[src/verilog/overlay_macros.svh]
//////////////////////////////
// overlay constants
// thresholds, delays, cursor bounds and overlay colours
//////////////////////////////

`ifndef OVERLAY_MACROS_SVH
`define OVERLAY_MACROS_SVH

// consecutive stable cycles before a button output follows
`define DEBOUNCE_CYCLES 16

// cursor steps once every 2**CURSOR_STEP_LOG2 cycles
`define CURSOR_STEP_LOG2 3

// latency of the upstream hsv converter (dividers)
`define HSV_DELAY 22

// inclusive cursor bounds, one past the visible xga area
`define X_MAX 11'd1024
`define Y_MAX 10'd768

// hue window of the tracked colour, inclusive at both ends
`define HUE_LOW 8'hEB
`define HUE_HIGH 8'hFA

// s and v have to be strictly above this
`define SV_MIN 8'h88

// tracking cross half-width in pixels
`define MARK_HALF 2

// rgb666 colours, r in the top six bits
`define COLOR_GREEN 18'b000000_111111_000000
`define COLOR_BLUE 18'b000000_000000_111111
`define COLOR_RED 18'b111111_000000_000000
`define COLOR_WHITE 18'b111111_111111_111111
`define COLOR_BLACK 18'b000000_000000_000000

`endif

[src/verilog/track_pkg.sv]
//////////////////////////////
// tracking types
// screen positions, buttons and hex readout word
//////////////////////////////

`default_nettype none

package track_pkg;

	// screen position, same widths as hcount/vcount
	typedef struct packed {
		logic [10:0] x;
		logic [9:0] y;
	} pos_t;

	// direction buttons, active high
	typedef struct packed {
		logic up;
		logic down;
		logic left;
		logic right;
	} buttons_t;

	// word for the hex display
	// hue of the pixel under the marker plus where that marker is
	typedef struct packed {
		logic [7:0] hue;
		pos_t pos;
	} readout_t;

endpackage

`default_nettype wire

[src/verilog/video_pkg.sv]
//////////////////////////////
// video types
// raster timing, pixel, hsv and overlay mode
//////////////////////////////

`default_nettype none

package video_pkg;

	// one pixel, 6 bits per channel
	typedef struct packed {
		logic [5:0] r;
		logic [5:0] g;
		logic [5:0] b;
	} rgb666_t;

	// hsv triple as delivered by the converter
	typedef struct packed {
		logic [7:0] h;
		logic [7:0] s;
		logic [7:0] v;
	} hsv_t;

	// xga raster position and syncs, 24 bits
	typedef struct packed {
		logic [10:0] hcount;
		logic [9:0] vcount;
		logic hsync;
		logic vsync;
		logic blank;
	} raster_t;

	// the two switches, bit 1 then bit 0
	typedef enum logic [1:0] {
		MODE_VIDEO = 2'd0,
		MODE_TRACK = 2'd1,
		MODE_CURSOR = 2'd2,
		MODE_HSV = 2'd3
	} overlay_mode_e;

endpackage

`default_nettype wire
[src/verilog/cursor_mover.sv]
//////////////////////////////
// cursor mover
// slow stepping cursor, clamped to the screen bounds
//////////////////////////////

`default_nettype none

`include "overlay_macros.svh"

module cursor_mover (
	input wire logic clk,
	input wire logic rst,
	input wire track_pkg::buttons_t buttons,
	output track_pkg::pos_t cursor
);

	// free running prescaler, cursor moves when it wraps to zero
	logic [`CURSOR_STEP_LOG2-1:0] step_cnt;
	logic step;

	assign step = (step_cnt == '0);

	always_ff @(posedge clk) begin
		if (rst) begin
			step_cnt <= '0;
		end else begin
			step_cnt <= step_cnt + 1'b1;
		end
	end

	//////////////////////////////
	// position update
	//////////////////////////////

	always_ff @(posedge clk) begin
		if (rst) begin
			cursor <= '0;
		end else if (step) begin
			// vertical, down wins when both are held
			if (buttons.down && cursor.y < `Y_MAX) begin
				cursor.y <= cursor.y + 10'd1;
			end else if (buttons.up && cursor.y > 10'd0) begin
				cursor.y <= cursor.y - 10'd1;
			end

			// horizontal, right wins over left
			if (buttons.right && cursor.x < `X_MAX) begin
				cursor.x <= cursor.x + 11'd1;
			end else if (buttons.left && cursor.x > 11'd0) begin
				cursor.x <= cursor.x - 11'd1;
			end
		end
	end

	// readout and mixer compare against hcount/vcount, never let it escape
	a_in_bounds: assert property (@(posedge clk) disable iff (rst)
		cursor.x <= `X_MAX && cursor.y <= `Y_MAX);

endmodule

`default_nettype wire

[src/verilog/debounce.sv]
//////////////////////////////
// button debouncer
//////////////////////////////

`default_nettype none

`include "overlay_macros.svh"

module debounce (
	input wire logic clk,
	input wire logic rst,
	input wire logic raw,
	output logic clean
);

	localparam int CNT_W = $clog2(`DEBOUNCE_CYCLES);
	localparam logic [CNT_W-1:0] CNT_LAST = CNT_W'(`DEBOUNCE_CYCLES - 1);

	// cycles in a row that raw has disagreed with clean
	logic [CNT_W-1:0] cnt;

	always_ff @(posedge clk) begin
		if (rst) begin
			cnt <= '0;
			clean <= 1'b0;
		end else if (raw == clean) begin
			// glitch or back to the settled level, start over
			cnt <= '0;
		end else if (cnt == CNT_LAST) begin
			// this edge is the last of a full stable run
			clean <= raw;
			cnt <= '0;
		end else begin
			cnt <= cnt + 1'b1;
		end
	end

	// output may only move after a complete run of the new level
	a_full_count: assert property (@(posedge clk) disable iff (rst)
		!$past(rst) && $changed(clean) |-> $past(cnt) == CNT_LAST && $past(raw) == clean);

endmodule

`default_nettype wire

[src/verilog/overlay_mixer.sv]
//////////////////////////////
// overlay mixer
// draws crosses or the hsv classes over the video
//////////////////////////////

`default_nettype none

`include "overlay_macros.svh"

module overlay_mixer (
	input wire logic clk,
	input wire logic rst,
	input wire video_pkg::overlay_mode_e mode,
	input wire video_pkg::raster_t raster,
	input wire video_pkg::raster_t raster_del,
	input wire video_pkg::rgb666_t pixel_in,
	input wire video_pkg::hsv_t hsv_in,
	input wire track_pkg::pos_t com_pos,
	input wire track_pkg::pos_t light_pos,
	input wire track_pkg::pos_t cursor,
	input wire logic com_ready,
	output video_pkg::rgb666_t pixel_out,
	output logic hsync_out,
	output logic vsync_out,
	output logic blank_out,
	output track_pkg::pos_t com_latched
);

	// hold the last centre of mass, tracker only strobes once a frame
	always_ff @(posedge clk) begin
		if (rst) begin
			com_latched <= '0;
		end else if (com_ready) begin
			com_latched <= com_pos;
		end
	end

	//////////////////////////////
	// cross and class decode
	//////////////////////////////

	logic near_com;
	logic on_light;
	logic on_cursor;
	logic hue_ok;
	logic sv_ok;
	video_pkg::rgb666_t pixel_next;

	// within MARK_HALF either side, widened by a bit so +2 cannot wrap
	assign near_com =
		({1'b0, raster.hcount} + 12'(`MARK_HALF) >= {1'b0, com_latched.x} &&
		 {1'b0, com_latched.x} + 12'(`MARK_HALF) >= {1'b0, raster.hcount}) ||
		({1'b0, raster.vcount} + 11'(`MARK_HALF) >= {1'b0, com_latched.y} &&
		 {1'b0, com_latched.y} + 11'(`MARK_HALF) >= {1'b0, raster.vcount});

	assign on_light = (raster.hcount == light_pos.x) || (raster.vcount == light_pos.y);
	assign on_cursor = (raster.hcount == cursor.x) || (raster.vcount == cursor.y);

	// hue window inclusive, s and v strictly above threshold
	assign hue_ok = (hsv_in.h >= `HUE_LOW) && (hsv_in.h <= `HUE_HIGH);
	assign sv_ok = (hsv_in.s > `SV_MIN) && (hsv_in.v > `SV_MIN);

	always_comb begin
		pixel_next = pixel_in;
		case (mode)
			video_pkg::MODE_TRACK: begin
				if (near_com) pixel_next = `COLOR_GREEN;
				else if (on_light) pixel_next = `COLOR_BLUE;
			end
			video_pkg::MODE_CURSOR: begin
				// thin cross, one pixel wide
				if (on_cursor) pixel_next = `COLOR_GREEN;
				else if (on_light) pixel_next = `COLOR_BLUE;
			end
			video_pkg::MODE_HSV: begin
				if (hue_ok && sv_ok) pixel_next = `COLOR_WHITE;
				else if (hue_ok) pixel_next = `COLOR_RED;
				else if (sv_ok) pixel_next = `COLOR_BLUE;
				else pixel_next = `COLOR_BLACK;
			end
			default: pixel_next = pixel_in;
		endcase
	end

	//////////////////////////////
	// output register
	//////////////////////////////

	always_ff @(posedge clk) begin
		if (rst) begin
			pixel_out <= '0;
			hsync_out <= 1'b0;
			vsync_out <= 1'b0;
			blank_out <= 1'b1;
		end else begin
			pixel_out <= pixel_next;
			// hsv pixels are 22 cycles late so the syncs have to be too
			if (mode == video_pkg::MODE_HSV) begin
				hsync_out <= raster_del.hsync;
				vsync_out <= raster_del.vsync;
				blank_out <= raster_del.blank;
			end else begin
				hsync_out <= raster.hsync;
				vsync_out <= raster.vsync;
				blank_out <= raster.blank;
			end
		end
	end

	// switches come straight from the top, must be settled once out of reset
	a_mode_known: assert property (@(posedge clk) disable iff (rst) !$isunknown(mode));

endmodule

`default_nettype wire

[src/verilog/readout_latch.sv]
//////////////////////////////
// hex readout latch
// grabs hue and position when the delayed raster hits a marker
//////////////////////////////

`default_nettype none

module readout_latch (
	input wire logic clk,
	input wire logic rst,
	input wire logic track_en,
	input wire video_pkg::raster_t raster_del,
	input wire video_pkg::hsv_t hsv_in,
	input wire track_pkg::pos_t com_latched,
	input wire track_pkg::pos_t cursor,
	output track_pkg::readout_t readout
);

	logic at_com;
	logic at_cursor;

	// raster_del is aligned with hsv_in, so the hue belongs to this spot
	assign at_com = (raster_del.hcount == com_latched.x) &&
		(raster_del.vcount == com_latched.y);
	assign at_cursor = (raster_del.hcount == cursor.x) &&
		(raster_del.vcount == cursor.y);

	always_ff @(posedge clk) begin
		if (rst) begin
			readout <= '0;
		end else if (track_en && at_com) begin
			// centre of mass has priority while tracking
			readout.hue <= hsv_in.h;
			readout.pos <= com_latched;
		end else if (at_cursor) begin
			readout.hue <= hsv_in.h;
			readout.pos <= cursor;
		end
		// otherwise hold so the display stays readable
	end

endmodule

`default_nettype wire

[src/verilog/sync_delay.sv]
//////////////////////////////
// raster delay line
// lines the raster up with the late hsv data
//////////////////////////////

`default_nettype none

`include "overlay_macros.svh"

module sync_delay #(
	parameter int DEPTH = `HSV_DELAY
) (
	input wire logic clk,
	input wire logic rst,
	input wire video_pkg::raster_t raster,
	output video_pkg::raster_t raster_del
);

	// one full raster word per stage
	video_pkg::raster_t pipe [DEPTH];

	always_ff @(posedge clk) begin
		if (rst) begin
			// flush so the output reads zero until real data arrives
			for (int i = 0; i < DEPTH; i++) begin
				pipe[i] <= '0;
			end
		end else begin
			pipe[0] <= raster;
			for (int i = 1; i < DEPTH; i++) begin
				pipe[i] <= pipe[i-1];
			end
		end
	end

	// oldest stage
	assign raster_del = pipe[DEPTH-1];

endmodule

`default_nettype wire

[src/verilog/video_overlay.sv]
//////////////////////////////
// video overlay stage
// buttons, cursor, hsv alignment, mixer and hex readout
//////////////////////////////

`default_nettype none

module video_overlay (
	input wire logic clk,
	input wire logic rst,
	input wire logic [1:0] switches,
	input wire track_pkg::buttons_t buttons,
	input wire video_pkg::raster_t raster,
	input wire video_pkg::rgb666_t pixel_in,
	input wire video_pkg::hsv_t hsv_in,
	input wire track_pkg::pos_t com_pos,
	input wire track_pkg::pos_t light_pos,
	input wire logic com_ready,
	output video_pkg::rgb666_t pixel_out,
	output logic hsync_out,
	output logic vsync_out,
	output logic blank_out,
	output track_pkg::readout_t readout
);

	// switch 1 and 0 select the mode, switch 0 alone enables com readout
	video_pkg::overlay_mode_e mode;
	logic track_en;

	wire track_pkg::buttons_t buttons_db;
	track_pkg::pos_t cursor;
	track_pkg::pos_t com_latched;
	video_pkg::raster_t raster_del;

	assign mode = video_pkg::overlay_mode_e'(switches);
	assign track_en = switches[0];

	//////////////////////////////
	// buttons and cursor
	//////////////////////////////

	// one debouncer per direction
	for (genvar i = 0; i < 4; i++) begin : g_db
		debounce u_debounce (
			.clk(clk),
			.rst(rst),
			.raw(buttons[i]),
			.clean(buttons_db[i])
		);
	end

	cursor_mover u_cursor_mover (
		.clk(clk),
		.rst(rst),
		.buttons(buttons_db),
		.cursor(cursor)
	);

	//////////////////////////////
	// video path
	//////////////////////////////

	// raster delayed by the hsv latency
	sync_delay u_sync_delay (
		.clk(clk),
		.rst(rst),
		.raster(raster),
		.raster_del(raster_del)
	);

	overlay_mixer u_overlay_mixer (
		.clk(clk),
		.rst(rst),
		.mode(mode),
		.raster(raster),
		.raster_del(raster_del),
		.pixel_in(pixel_in),
		.hsv_in(hsv_in),
		.com_pos(com_pos),
		.light_pos(light_pos),
		.cursor(cursor),
		.com_ready(com_ready),
		.pixel_out(pixel_out),
		.hsync_out(hsync_out),
		.vsync_out(vsync_out),
		.blank_out(blank_out),
		.com_latched(com_latched)
	);

	readout_latch u_readout_latch (
		.clk(clk),
		.rst(rst),
		.track_en(track_en),
		.raster_del(raster_del),
		.hsv_in(hsv_in),
		.com_latched(com_latched),
		.cursor(cursor),
		.readout(readout)
	);

endmodule

`default_nettype wire

[config.mk]
export PLATFORM = sky130hd
export DESIGN_NAME = video_overlay
export DESIGN_NICKNAME = d
export VERILOG_FILES = /design/src/verilog/track_pkg.sv /design/src/verilog/video_pkg.sv /design/src/verilog/cursor_mover.sv /design/src/verilog/debounce.sv /design/src/verilog/overlay_mixer.sv /design/src/verilog/readout_latch.sv /design/src/verilog/sync_delay.sv /design/src/verilog/video_overlay.sv
export VERILOG_INCLUDE_DIRS = /design/src /design/src/verilog
export SDC_FILE = /design/constraint.sdc
export NUM_CORES = 1
export LEC_CHECK = 0
export BUFFER_PORTS_ARGS = -buffer_cell sky130_fd_sc_hd__buf_4
export CAP_MARGIN = 20
export CORE_ASPECT_RATIO = 0.6
export CORE_MARGIN = 3
export CORE_UTILIZATION = 45
export CTS_BUF_LIST = sky130_fd_sc_hd__clkbuf_8 sky130_fd_sc_hd__clkbuf_16
export CTS_CLUSTER_DIAMETER = 200
export DETAILED_ROUTE_END_ITERATION = 6
export PLACE_DENSITY = 0.7
export SYNTH_ARGS = -nofsm -noshare
export SYNTH_HDL_FRONTEND = slang
export SYNTH_HIERARCHICAL = 1
export SYNTH_SLANG_ARGS = --single-unit
[constraint.sdc]
create_clock -name clk -period 3.4 [get_ports clk]
set_input_delay 0.34 -clock clk [delete_from_list [all_inputs] [get_ports clk]]
set_output_delay 0.34 -clock clk [all_outputs]
set_load 0.05 [all_outputs]
# Yosys cells after proc, flatten, opt, wreduce, memory -nomap -nowiden
# Memory sizes are Yosys's and may differ from the RTL's.
# Cells that the tools add are included.
[word_totals] ff_bits=115 rom_bits=0 out_inout_bits=50 n_memories=1 latch_bits=0 word_cells=163 mem_bits_rw=528
[mem_list] name="u_sync_delay.pipe" depth=22 word_bits=24 rd=22 rd_ports_with_merged_regs=0 wr=22 line="sync_delay.sv:20" text="video_pkg::raster_t pipe [DEPTH];"
[op_classes] div=0 n_addsub=13 reduce_logical=29 mux=41 n_shift=0 n_lt_le_gt_ge=12 n_mul=0 eq_ne=19 bitwise_logic=26
[op_table] cell="24-bit two-way mux" n=22
[op_table] cell="18-bit two-way mux" n=5
[op_table] cell="29-bit two-way mux" n=2
[op_table] cell="18-bit one-hot mux with 3 select lines" n=1
[op_table] cell="11-bit == test" n=4
[op_table] cell="10-bit == test" n=4
[op_table] cell="11-bit by 2-bit adder with 12-bit output, second input constant" n=2
[op_table] cell="12-bit by 11-bit >= comparator with 1-bit output" n=2
[op_table] cell="10-bit by 2-bit adder with 11-bit output, second input constant" n=2
[op_table] cell="11-bit by 10-bit >= comparator with 1-bit output" n=2
[op_table] cell="11-bit two-way mux" n=2
[op_table] cell="1-bit bitwise OR" n=22
[op_table] cell="10-bit two-way mux" n=2
[op_table] cell="4-bit by 1-bit adder with 4-bit output, second input constant" n=4
[op_table] cell="4-bit == test, second input constant" n=4
[op_table] cell="8-bit > comparator, second input constant" n=2
[op_table] cell="1-bit logical AND" n=12
[op_table] cell="2-bit AND reduction" n=6
[op_table] cell="3-bit OR reduction" n=4
[op_table] cell="11-bit by 1-bit adder with 11-bit output, second input constant" n=1
[op_table] cell="11-bit by 1-bit > comparator with 1-bit output, second input constant" n=1
[op_table] cell="11-bit less-than comparator, second input constant" n=1
[op_table] cell="11-bit by 1-bit subtractor with 11-bit output, second input constant" n=1
[op_table] cell="10-bit by 1-bit adder with 10-bit output, second input constant" n=1
[op_table] cell="other kinds (15)" n=31

# Depth between registers and ports, before layout
# Gate-level depths: netlist of the first run.
[depth] depth_word=6 depth_mapped=13 ltp_nobuf=13

# Modules after synthesis
# The synthesis of the first run kept the hierarchy.
[by_module_without_submodules] mod="sync_delay" cells_each=1139 n_inst=1 seq_area_each_um2=10570.1 area_per_inst_um2=14570.2
[by_module_without_submodules] mod="overlay_mixer" cells_each=441 n_inst=1 seq_area_each_um2=840.8 area_per_inst_um2=3661.0
[by_module_without_submodules] mod="readout_latch" cells_each=221 n_inst=1 seq_area_each_um2=580.6 area_per_inst_um2=1781.7
[by_module_without_submodules] mod="cursor_mover" cells_each=206 n_inst=1 seq_area_each_um2=480.5 area_per_inst_um2=1761.7
[by_module_without_submodules] mod="debounce" cells_each=19 n_inst=4 seq_area_each_um2=100.1 area_per_inst_um2=198.9

# Least setup slack after synthesis of the first run
# Ideal clock, no wire load.
[synth_timing] path_type="register to register" from="register, netlist name u_overlay_mixer/com_latched[12]" to="register, netlist name u_overlay_mixer/pixel_out[10]" setup_time_ns=0.133 n_path_buf=0 path_slack_ns=0.707 arrival_time_ns=2.560 stages_incl_launch_ff=14 path_cell_list="dfxtp_1 ha_1 nand3_1 nor3_1 nand3_1 xnor2_1 ha_1 a21o_1 a21oi_1 o221ai_1 a21oi_1 o22ai_2 o211ai_2 o22ai_1"
[synth_via] elab_chain_cells=6
[synth_lines] item="11-bit by 2-bit adder with 12-bit output" line="overlay_mixer.sv:52" text="{1'b0, com_latched.x} + 12'(`MARK_HALF) >= {1'b0, raster.hcount}) ||"
[synth_lines] item="12-bit by 11-bit >= comparator with 1-bit output" line="overlay_mixer.sv:52"
[synth_lines] item="1-bit logical AND (*)" line="overlay_mixer.sv:51" text="({1'b0, raster.hcount} + 12'(`MARK_HALF) >= {1'b0, com_latched.x} &&"
[synth_lines] item="1-bit logical OR (*)" line="overlay_mixer.sv:51"
[synth_lines] item="18-bit two-way mux (*)" line="overlay_mixer.sv:67" text="if (near_com) pixel_next = `COLOR_GREEN;"
[synth_lines] item="18-bit one-hot mux with 3 select lines (*)" line="overlay_mixer.sv:65" text="case (mode)"
# Every way passes the cells marked *; elsewhere a longest branch is shown, timed or not.
# A chain may end at the register's enable or synchronous reset.

# Final worst setup path of the first run
[layout_timing] from="register, netlist name u_overlay_mixer/com_latched[12]" to="register, netlist name u_overlay_mixer/pixel_out[8]"
[layout_via] elab_chain_cells=6
[layout_lines] item="11-bit by 2-bit adder with 12-bit output" line="overlay_mixer.sv:52"
[layout_lines] item="12-bit by 11-bit >= comparator with 1-bit output" line="overlay_mixer.sv:52"
[layout_lines] item="1-bit logical AND (*)" line="overlay_mixer.sv:51"
[layout_lines] item="1-bit logical OR (*)" line="overlay_mixer.sv:51"
[layout_lines] item="18-bit two-way mux (*)" line="overlay_mixer.sv:67"
[layout_lines] item="18-bit one-hot mux with 3 select lines (*)" line="overlay_mixer.sv:65"
# Marks and branches as above.

==> results of run 1 <==
[synth_stat cells, drive strengths merged, types with 30 or more instances]
| library cell | n |
|---|---|
| nand3 | 41 |
| nor2 | 70 |
| and2b | 200 |
| a21oi | 49 |
| xnor2 | 81 |
| buf | 57 |
| xor2 | 57 |
| nor2b | 338 |
| mux2i | 30 |
| ha | 67 |
| nand2 | 75 |
| inv | 66 |
| clkbuf | 63 |
| dfxtp | 643 |
[power by group through the flow]
stage | clock network [mW] | registers (mW) | logic [mW]
after detailed placement | 0 | 7.84 | 0.868
final | 6.46 | 7.67 | 0.910
after global routing | 6.95 | 7.67 | 0.993
after floorplan | 0 | 7.91 | 0.451
after CTS | 6.65 | 7.67 | 0.910
after global placement | 0 | 7.84 | 0.861
[critical path: stages (launching register included)]
cell and delay [ns]:
dfxtp_1 0.34, ha_1 0.22, nand3_1 0.14, nor3_1 0.29, nand3_1 0.14, xnor2_1 0.15
ha_1 0.30, a21o_1 0.18, a21oi_1 0.15, o221ai_1 0.13, a21oi_1 0.14, buf_4 0.16
o22ai_2 0.16, o211ai_2 0.35, o22ai_1 0.14
[final cells by class]
type / instances / area (sq um) / area share, %
clock buffers: 62 / 1440 / 5.40
repair buffers: 251 / 2030 / 7.62
well taps: 640 / 801 / 3.00
multi-input cells: 1254 / 8810 / 33.0
diodes: 1 / 2.50 / 0.00939
clock inverters: 34 / 458 / 1.72
inverters: 66 / 248 / 0.929
flip-flops and latches: 643 / 12900 / 48.3
[cell families (layout without fill, tap and decap cells)]
group / count (synthesis) / in the layout / share of synthesized area, %
AND/OR/NAND/NOR: 824 / 824 / 22.6
flip-flops: 643 / 643 / 57.0
AO/OA/AOI/OAI: 193 / 193 / 5.90
buffers and inverters: 186 / 413 / 3.93
XOR/XNOR: 138 / 138 / 5.36
adder cells (fa/ha/maj): 69 / 69 / 3.89
multiplexers: 30 / 30 / 1.33
other: 0 / 1 / 0
[worst paths after layout]
kind	from	to
hold reg to reg	u_sync_delay/pipe[0][127]	u_sync_delay/pipe[0][151]
setup / recovery	u_overlay_mixer/com_latched[12]	u_overlay_mixer/pixel_out[8]
hold / removal	raster[3]	u_sync_delay/pipe[0][3]
setup reg to reg	u_overlay_mixer/com_latched[12]	u_overlay_mixer/pixel_out[8]
[per-stage QoR]
step           hold slack [ns]  setup WS (ns)  total power, mW  area (sq um)  cells
6_report                0.0231          0.278             15.0         26700   2951
5_1_grt                 0.0103         0.0982             15.6         26700   2951
4_1_cts               0.000347          0.326             15.2         26700   2950
3_5_place_dp             0.418          0.208             8.71         24400   2813
3_3_place_gp             0.413          0.279             8.70         24400   2813
2_1_floorplan            0.411          0.707             8.36         22600   2083
[state kept, by name, summed over array words and instances, names as in the netlist, 3 cells and up]
signal                       flops
u_sync_delay/pipe              528
u_readout_latch/readout         29
u_cursor_mover/step_cnt          3
u_cursor_mover/cursor           21
g_db.u_debounce/clean            4
g_db.u_debounce/cnt             16
u_overlay_mixer/com_latched     21
u_overlay_mixer/pixel_out       18
[layer usage]
metal  vias to the layer above  part of all wire [%]  routed length (um)  track usage, %
li1                       7097                     -                   -               -
met1                      6647                    48               23400            26.2
met2                       476                    41               20000            26.7
met3                        80                   8.1                3930            4.48
met4                         4                   2.0                 985            4.32
met5                         -                 0.054                  26               0
==> results.yml, run 1 <==
status:
  outcome: "complete, no violations"
place:
  portBuffers: 166
  dp_hpwl_um: 33600
  gp_congestion: 0.897
synthesis:
  synthesis.nets: 2269
  yosysTopAreaCell: "dfxtp_1"
  synth_top_area_share_pct: 57.0
  async_reset_ff_share_pct: 0
  synth-edff-count: 0
  syn_area_per_cell_sq_um: 10.8
  synthFlopType: "dfxtp_1"
  yosysWarnings: 6
  synth_area_sq_um: 22600
  ys_types: 71
  synth-seq-area-share_pct: 57.0
  synthCells: 2083
  synthTopCellsByArea: "dfxtp_1, nor2b_1, and2b_1, ha_1, xnor2_1"
  synth_seq_cells: 643
setup_path:
  crit_arrival_ns: 3.58
  start_kind: "register"
  cp_max_fo: 6
  reg2reg_depth: 14
  worstSetupEndpointType: "register"
  reg2reg_slack_ns: 0.28
  critical_path_class: "register to register"
  worstPathRequired_ns: 3.86
timing:
  relSlewSlack_pct: 44.4
  fin_worst_skew_ns: 0.0206
  fin_crit_sh_pct: 91.8
  finalHoldViolCount: 0
  slew_viol_final: 0
  fin_crit_ns: 3.12
  tns_ns: 0
  setup_viol: 0
  rsz0062_at_grt: "false"
  worstMarginPinSlew_ns: 0.834
  fmax_mhz: 320
power:
  p_leak_nw: 11.7
  pwr-share-seq_pct: 51.0
  power.switching_mw: 3.30
  switching_share_pct: 22.0
  cellPowerDensity_nw_per_um2: 564
  ir_drop_mv: 0.396
  p_int_mw: 11.7
  power_frac_comb_pct: 6.0
  p_clk_share_pct: 43.0
die:
  io_pins: 167
  dieWidth_um: 295
  rows: 62
  core_sq_um: 48700
  dieArea_sq_um: 53000
  fp.dieH_um: 179
  initial_core_util_pct: 46.3
cts:
  clkSinkCount: 643
  clk_pin_slew_ns: 0.07
  htreeDepth: 2
  cts_buffers: 52
  ctsHoldBuffers: 41
  cts_resized: 0
  clockBufferDepth: 3
  cts_setup_buffers: 0
  worstSkewPairLatency_ns: 0.59
  cts_tree: "yes"
  cts_root_buffer: "clkbuf_16"
cells_and_area:
  final_common_cell: "dfxtp_1"
  drive_gt1_share_pct: 14.2
  fillers: 4220
  area_growth_pct: 18.1
  final_cell_mix: "dfxtp_1, nor2b_1, buf_4"
  final_core_util_pct: 54.7
  fin_nets: 2454
min_path:
  min_path_cells: 2
  hold_path.class: "input port to register"
global_routing:
  grt_pass1_wl_um: 75600
  grt_pass1_vias: 13900
  overflow: 0
  antenna_found_initial: 3
  grt_usage_pct: 18.0
  grt_max_degree: 139
detailed_routing:
  drc: 0
  via_count: 14300
  drt_iter0_drc: 985
  antenna_left: 0
  wl_um: 48400
  wl_per_cell_um: 16.4
  drtPass1Iterations: 5
  avgViaCountPerCell: 4.85
run:
  drv_cap: 0
(Power assumes the default switching activity.)
==> run 2, diff against run 1 <==
==> constraint.sdc (replaced) <==
create_clock -name clk -period 3.7 [get_ports clk]
set_input_delay 0.37 -clock clk [delete_from_list [all_inputs] [get_ports clk]]
set_output_delay 0.37 -clock clk [all_outputs]
set_load 0.05 [all_outputs]
==> results.yml, run 2 (synthesis results as in run 1) <==
timing:
  relSlewSlack_pct: 42.5
  worstMarginPinSlew_ns: 0.863
  tns_ns: 0
  fin_crit_sh_pct: 88.6
  fmax_mhz: 305
  fin_worst_skew_ns: 0.0279
  slew_viol_final: 0
  setup_viol: 0
  rsz0062_at_grt: "false"
  fin_crit_ns: 3.28
  finalHoldViolCount: 0
cts:
  cts_tree: "yes"
  cts_root_buffer: "clkbuf_16"
  clkSinkCount: 643
  cts_buffers: 54
  cts_resized: 0
  htreeDepth: 2
  clk_pin_slew_ns: 0.07
  worstSkewPairLatency_ns: 0.60
  clockBufferDepth: 3
place:
  dp_hpwl_um: 33300
  dpl_cell_area_sq_um: 24200
  gp_congestion: 0.890
  portBuffers: 166
cells_and_area:
  largest_reg_flops: 528
  reg_top3: "u_sync_delay/pipe x528, u_readout_latch/readout x29"
  fin_nets: 2429
  regMostFlops: "u_sync_delay/pipe"
  stdcell_area_sq_um: 26400
  drive_gt1_share_pct: 13.8
  final_cell_mix: "dfxtp_1, nor2b_1, and2b_1"
  fillers: 4239
  area_growth_pct: 16.8
  final_common_cell: "dfxtp_1"
power:
  p_leak_nw: 11.6
  ir_drop_mv: 0.447
  cellPowerDensity_nw_per_um2: 517
setup_path:
  reg2reg_depth: 13
  crit_arrival_ns: 3.82
  r2r_start: "u_overlay_mixer/com_latched[11]"
  r2r_end: "u_overlay_mixer/pixel_out[15]"
  critical_path_class: "register to register"
  worstSetupEndpointType: "register"
  worstPathRequired_ns: 4.24
  cp_max_fo: 6
  start_kind: "register"
  reg2reg_slack_ns: 0.42
detailed_routing:
  via_count: 14200
  drt_iter0_drc: 1092
  antenna_left: 0
  drc: 0
  drtPass1Iterations: 5
  wl_per_cell_um: 16.4
  avgViaCountPerCell: 4.85
  wl_um: 47900
global_routing:
  antenna_found_initial: 3
  grt_pass1_wl_um: 74400
  overflow: 0
  grt_usage_pct: 17.8
  grt_max_degree: 142
  grt_pass1_vias: 13600
die:
  io_pins: 167
  dieArea_sq_um: 53000
  rows: 62
  fp.dieH_um: 179
  initial_core_util_pct: 46.3
  core_sq_um: 48700
  dieWidth_um: 295
min_path:
  hold_end: "u_overlay_mixer/com_latched[10]"
  min_path_cells: 3
  hold_path.class: "input port to register"
  hold_path.startpoint: "com_pos[10]"
run:
  drv_cap: 0
status:
  outcome: "complete, no violations"
-- run 2: cell count changes in the layout (fill, tap and decap cells not counted), sizes merged --
| cell | previous run | this run |
|---|---|---|
| clkbuf | 62 | 67 |
| clkinv | 9 | 10 |
| bufinv | 9 | 4 |
| diode | 1 | 2 |
| clkinvlp | 8 | 2 |
| buf | 210 | 199 |
| dlygate4sd3 | 41 | 25 |
| inv | 74 | 83 |
-- run 2: layout make-up --
class,count,area (sq um),area share [%]
flip-flops and latches,643,12900,48.8
repair buffers,224,1760,6.68
clock inverters,33,330,1.25
clock buffers,67,1530,5.81
inverters,66,248,0.940
diodes,2,5.00,0.0190
well taps,640,801,3.04
multi-input cells,1254,8810,33.4
-- run 2: through the flow --
step / setup WS (ns) / hold slack (ns) / total power [mW] / utilization (%) / cells
final: 0.423 / 0.0314 / 13.6 / 54.1 / 2929
after floorplan: 1.01 / 0.411 / 7.69 / - / 2083
after global placement: 0.480 / 0.412 / 7.98 / 49.8 / 2801
after CTS: 0.468 / 0.00174 / 13.8 / 54.1 / 2926
after global routing: 0.189 / 0.0104 / 14.2 / 54.1 / 2928
after detailed placement: 0.464 / 0.418 / 7.99 / 49.8 / 2801
-- run 2: what timing repair did --
action	4_1_cts	5_1_grt
setup buffers	0	0
hold endpoints to repair	26	0
hold buffers	25	0
-- run 2: routing by layer --
metal / up-vias / wire (um) / global-route usage (%)
li1: 7061 / - / -
met1: 6613 / 23200 / 26.0
met2: 451 / 19900 / 26.4
met3: 83 / 3800 / 4.14
met4: 4 / 1010 / 4.34
met5: - / 27 / 0
-- run 2: worst max-delay path, stage by stage, from the launching register on --
cell,delay (ns)
dfxtp_1,0.33
ha_1,0.22
nand3_1,0.13
nor3_1,0.29
nand3_1,0.14
xnor2_1,0.15
ha_1,0.30
a21o_1,0.19
a21oi_1,0.14
o221ai_1,0.14
a21oi_1,0.37
o22ai_2,0.25
o211ai_2,0.40
o21a_1,0.19
-- run 2: report_power, final --
| part | switching (mW) | internal (mW) |
|---|---|---|
| logic | 0.468 | 0.338 |
| clock network | 2.53 | 3.24 |
| registers | 0.0501 | 7.00 |
-- run 2: how the worst max path moves through the flow --
stage | from | end | slack (ns) | cells after the start
floorplan | u_overlay_mixer/com_latched[12] | u_overlay_mixer/pixel_out[10] | 1.01 | 13
global placement | u_overlay_mixer/com_latched[11] | u_overlay_mixer/pixel_out[16] | 0.48 | 13
detailed placement | u_overlay_mixer/com_latched[11] | u_overlay_mixer/pixel_out[15] | 0.46 | 13
CTS | u_overlay_mixer/com_latched[11] | u_overlay_mixer/pixel_out[15] | 0.47 | 13
global route | u_overlay_mixer/com_latched[11] | u_overlay_mixer/pixel_out[11] | 0.19 | 13
finish | u_overlay_mixer/com_latched[11] | u_overlay_mixer/pixel_out[15] | 0.42 | 13
==> run 3, diff against run 2 <==
--- a/config.mk
+++ b/config.mk
@@ -10,11 +10,11 @@
 export CAP_MARGIN = 20
 export CORE_ASPECT_RATIO = 0.6
 export CORE_MARGIN = 3
-export CORE_UTILIZATION = 45
+export CORE_UTILIZATION = 35
 export CTS_BUF_LIST = sky130_fd_sc_hd__clkbuf_8 sky130_fd_sc_hd__clkbuf_16
 export CTS_CLUSTER_DIAMETER = 200
 export DETAILED_ROUTE_END_ITERATION = 6
-export PLACE_DENSITY = 0.7
+export PLACE_DENSITY = 0.58
 export SYNTH_ARGS = -nofsm -noshare
 export SYNTH_HDL_FRONTEND = slang
 export SYNTH_HIERARCHICAL = 1
==> results.yml, run 3 (synthesis results as in run 1) <==
die:
  io_pins: 167
  dieArea_sq_um: 67700
  fp.dieH_um: 203
  dieWidth_um: 334
  rows: 71
  initial_core_util_pct: 35.7
  core_sq_um: 63300
global_routing:
  grt_pass1_vias: 14000
  grt_usage_pct: 14.6
  grt_pass1_wl_um: 78600
  grt_max_degree: 161
  overflow: 0
  antenna_found_initial: 1
timing:
  slew_viol_final: 0
  fin_ws_ns: 0.296
  setup_viol: 0
  fin_crit_ns: 3.40
  finalHoldViolCount: 0
  worstMarginPinSlew_ns: 0.958
  fmax_mhz: 294
  fin_worst_skew_ns: 0.0253
  relSlewSlack_pct: 36.1
  fin_crit_sh_pct: 92.0
  tns_ns: 0
  rsz0062_at_grt: "false"
detailed_routing:
  wl_um: 50400
  avgViaCountPerCell: 4.54
  drc: 0
  wl_per_cell_um: 16.1
  drt_iter0_drc: 867
  antenna_left: 0
  drtPass1Iterations: 5
  via_count: 14300
setup_path:
  worstPathRequired_ns: 4.15
  path_cells: "ha_1, nand3_1, nor3_1, nand3_1, xnor2_1, ha_1, a21o_1, a21oi_1, o221ai_1, a21oi_1, o22ai_2, o211ai_2, o22ai_1"
  cp_slowest_cell: "a21oi_1"
  cp_max_fo: 6
  crit_buf_inv: 0
  cp_slowest_stage_delay_ns: 0.40
  start_kind: "register"
  endpoint: "u_overlay_mixer/pixel_out[9]"
  reg2reg_depth: 13
  critical_path_class: "register to register"
  cp_top_family: "compound AO/OA/AOI/OAI gates"
  reg2reg_slack_ns: 0.30
  crit_arrival_ns: 3.85
  startpoint: "u_overlay_mixer/com_latched[11]"
  r2r_end: "u_overlay_mixer/pixel_out[9]"
  worstSetupEndpointType: "register"
  cp.depth: 13
  r2r_start: "u_overlay_mixer/com_latched[11]"
place:
  portBuffers: 166
  dp_slack_ns: 0.391
  gp_congestion: 0.887
  dpl_cell_area_sq_um: 24500
  dp_hpwl_um: 34600
cells_and_area:
  largest_reg_flops: 528
  final_cell_mix: "dfxtp_1, nor2b_1, and2b_1"
  reg_top3: "u_sync_delay/pipe x528, u_readout_latch/readout x29"
  diodes: 0
  area_growth_pct: 19.5
  stdcell_area_sq_um: 27000
  fin_nets: 2443
  final_common_cell: "dfxtp_1"
  drive_gt1_share_pct: 13.8
  regMostFlops: "u_sync_delay/pipe"
  fillers: 6023
cts:
  cts_resized: 0
  cts_tree: "yes"
  cts_setup_buffers: 0
  cts_buffers: 56
  clkSinkCount: 643
  clockBufferDepth: 3
  htreeDepth: 2
  clk_pin_slew_ns: 0.07
  ctsHoldBuffers: 45
  worstSkewPairLatency_ns: 0.62
  cts_root_buffer: "clkbuf_16"
min_path:
  hold_path.class: "input port to register"
power:
  p_leak_nw: 11.7
  ir_drop_mv: 0.409
  cellPowerDensity_nw_per_um2: 527
  p_total_mw: 14.2
status:
  outcome: "complete, no violations"
run:
  drv_cap: 0
-- run 3: cell count changes in the layout (fill, tap and decap cells not counted), sizes merged --
cell / delta
dlygate4sd3: +20
buf: -8
inv: -8
bufinv: +6
clkinv: +5
clkbuf: -3
diode: -2
clkinvlp: +1
-- run 3: cell type report --
type                    count  area [sq um]  share of cell area, %
clock inverters            37           544                   2.02
repair buffers            236          1930                   7.15
inverters                  66           248                  0.919
flip-flops and latches    643         12900                   47.7
clock buffers              64          1510                   5.61
well taps                 839          1050                   3.89
multi-input cells        1254          8810                   32.7
-- run 3: report_power, final --
| group | internal (mW) | leakage, nW | switching [mW] |
|---|---|---|---|
| Combinational | 0.350 | 5.50 | 0.476 |
| Sequential | 7.00 | 5.20 | 0.0558 |
| Clock | 3.67 | 1.02 | 2.65 |
-- run 3: per-layer routing --
metal | track usage (%) | wire length (um) | share of wire, % | vias to the layer above
met1 | 22.1 | 25800 | 51 | 6727
li1 | - | - | - | 7091
met3 | 3.78 | 3720 | 7.4 | 71
met5 | 0 | 20 | 0.040 | -
met4 | 3.25 | 872 | 1.7 | 2
met2 | 20.8 | 20000 | 40 | 366
-- run 3: stage by stage --
stage / utilization, % / hold slack, ns / std cells
6_report: 42.6 / 0.0542 / 3139
5_1_grt: 42.6 / 0.0252 / 3139
4_1_cts: 42.6 / 0.0124 / 3139
3_5_place_dp: 38.7 / 0.417 / 2993
3_3_place_gp: 38.7 / 0.412 / 2993
2_1_floorplan: - / 0.411 / 2083
-- run 3: worst min-delay path by stage --
stage / start / end / slack (ns) / cells after the start
after CTS: com_pos[10] / u_overlay_mixer/com_latched[10] / 0.01 / 3
after global routing: com_pos[10] / u_overlay_mixer/com_latched[10] / 0.03 / 3
final: com_pos[10] / u_overlay_mixer/com_latched[10] / 0.05 / 3
after floorplan: u_sync_delay/pipe[0][76] / u_sync_delay/pipe[0][100] / 0.41 / 1
after global placement: u_sync_delay/pipe[1][13] / u_sync_delay/pipe[1][37] / 0.41 / 1
after detailed placement: u_sync_delay/pipe[0][115] / u_sync_delay/pipe[0][139] / 0.42 / 1
-- run 3: tightest hold or removal path: stages --
cell	delay [ns]
buf_4	0.09
mux2i_1	0.07
nor2_1	0.09
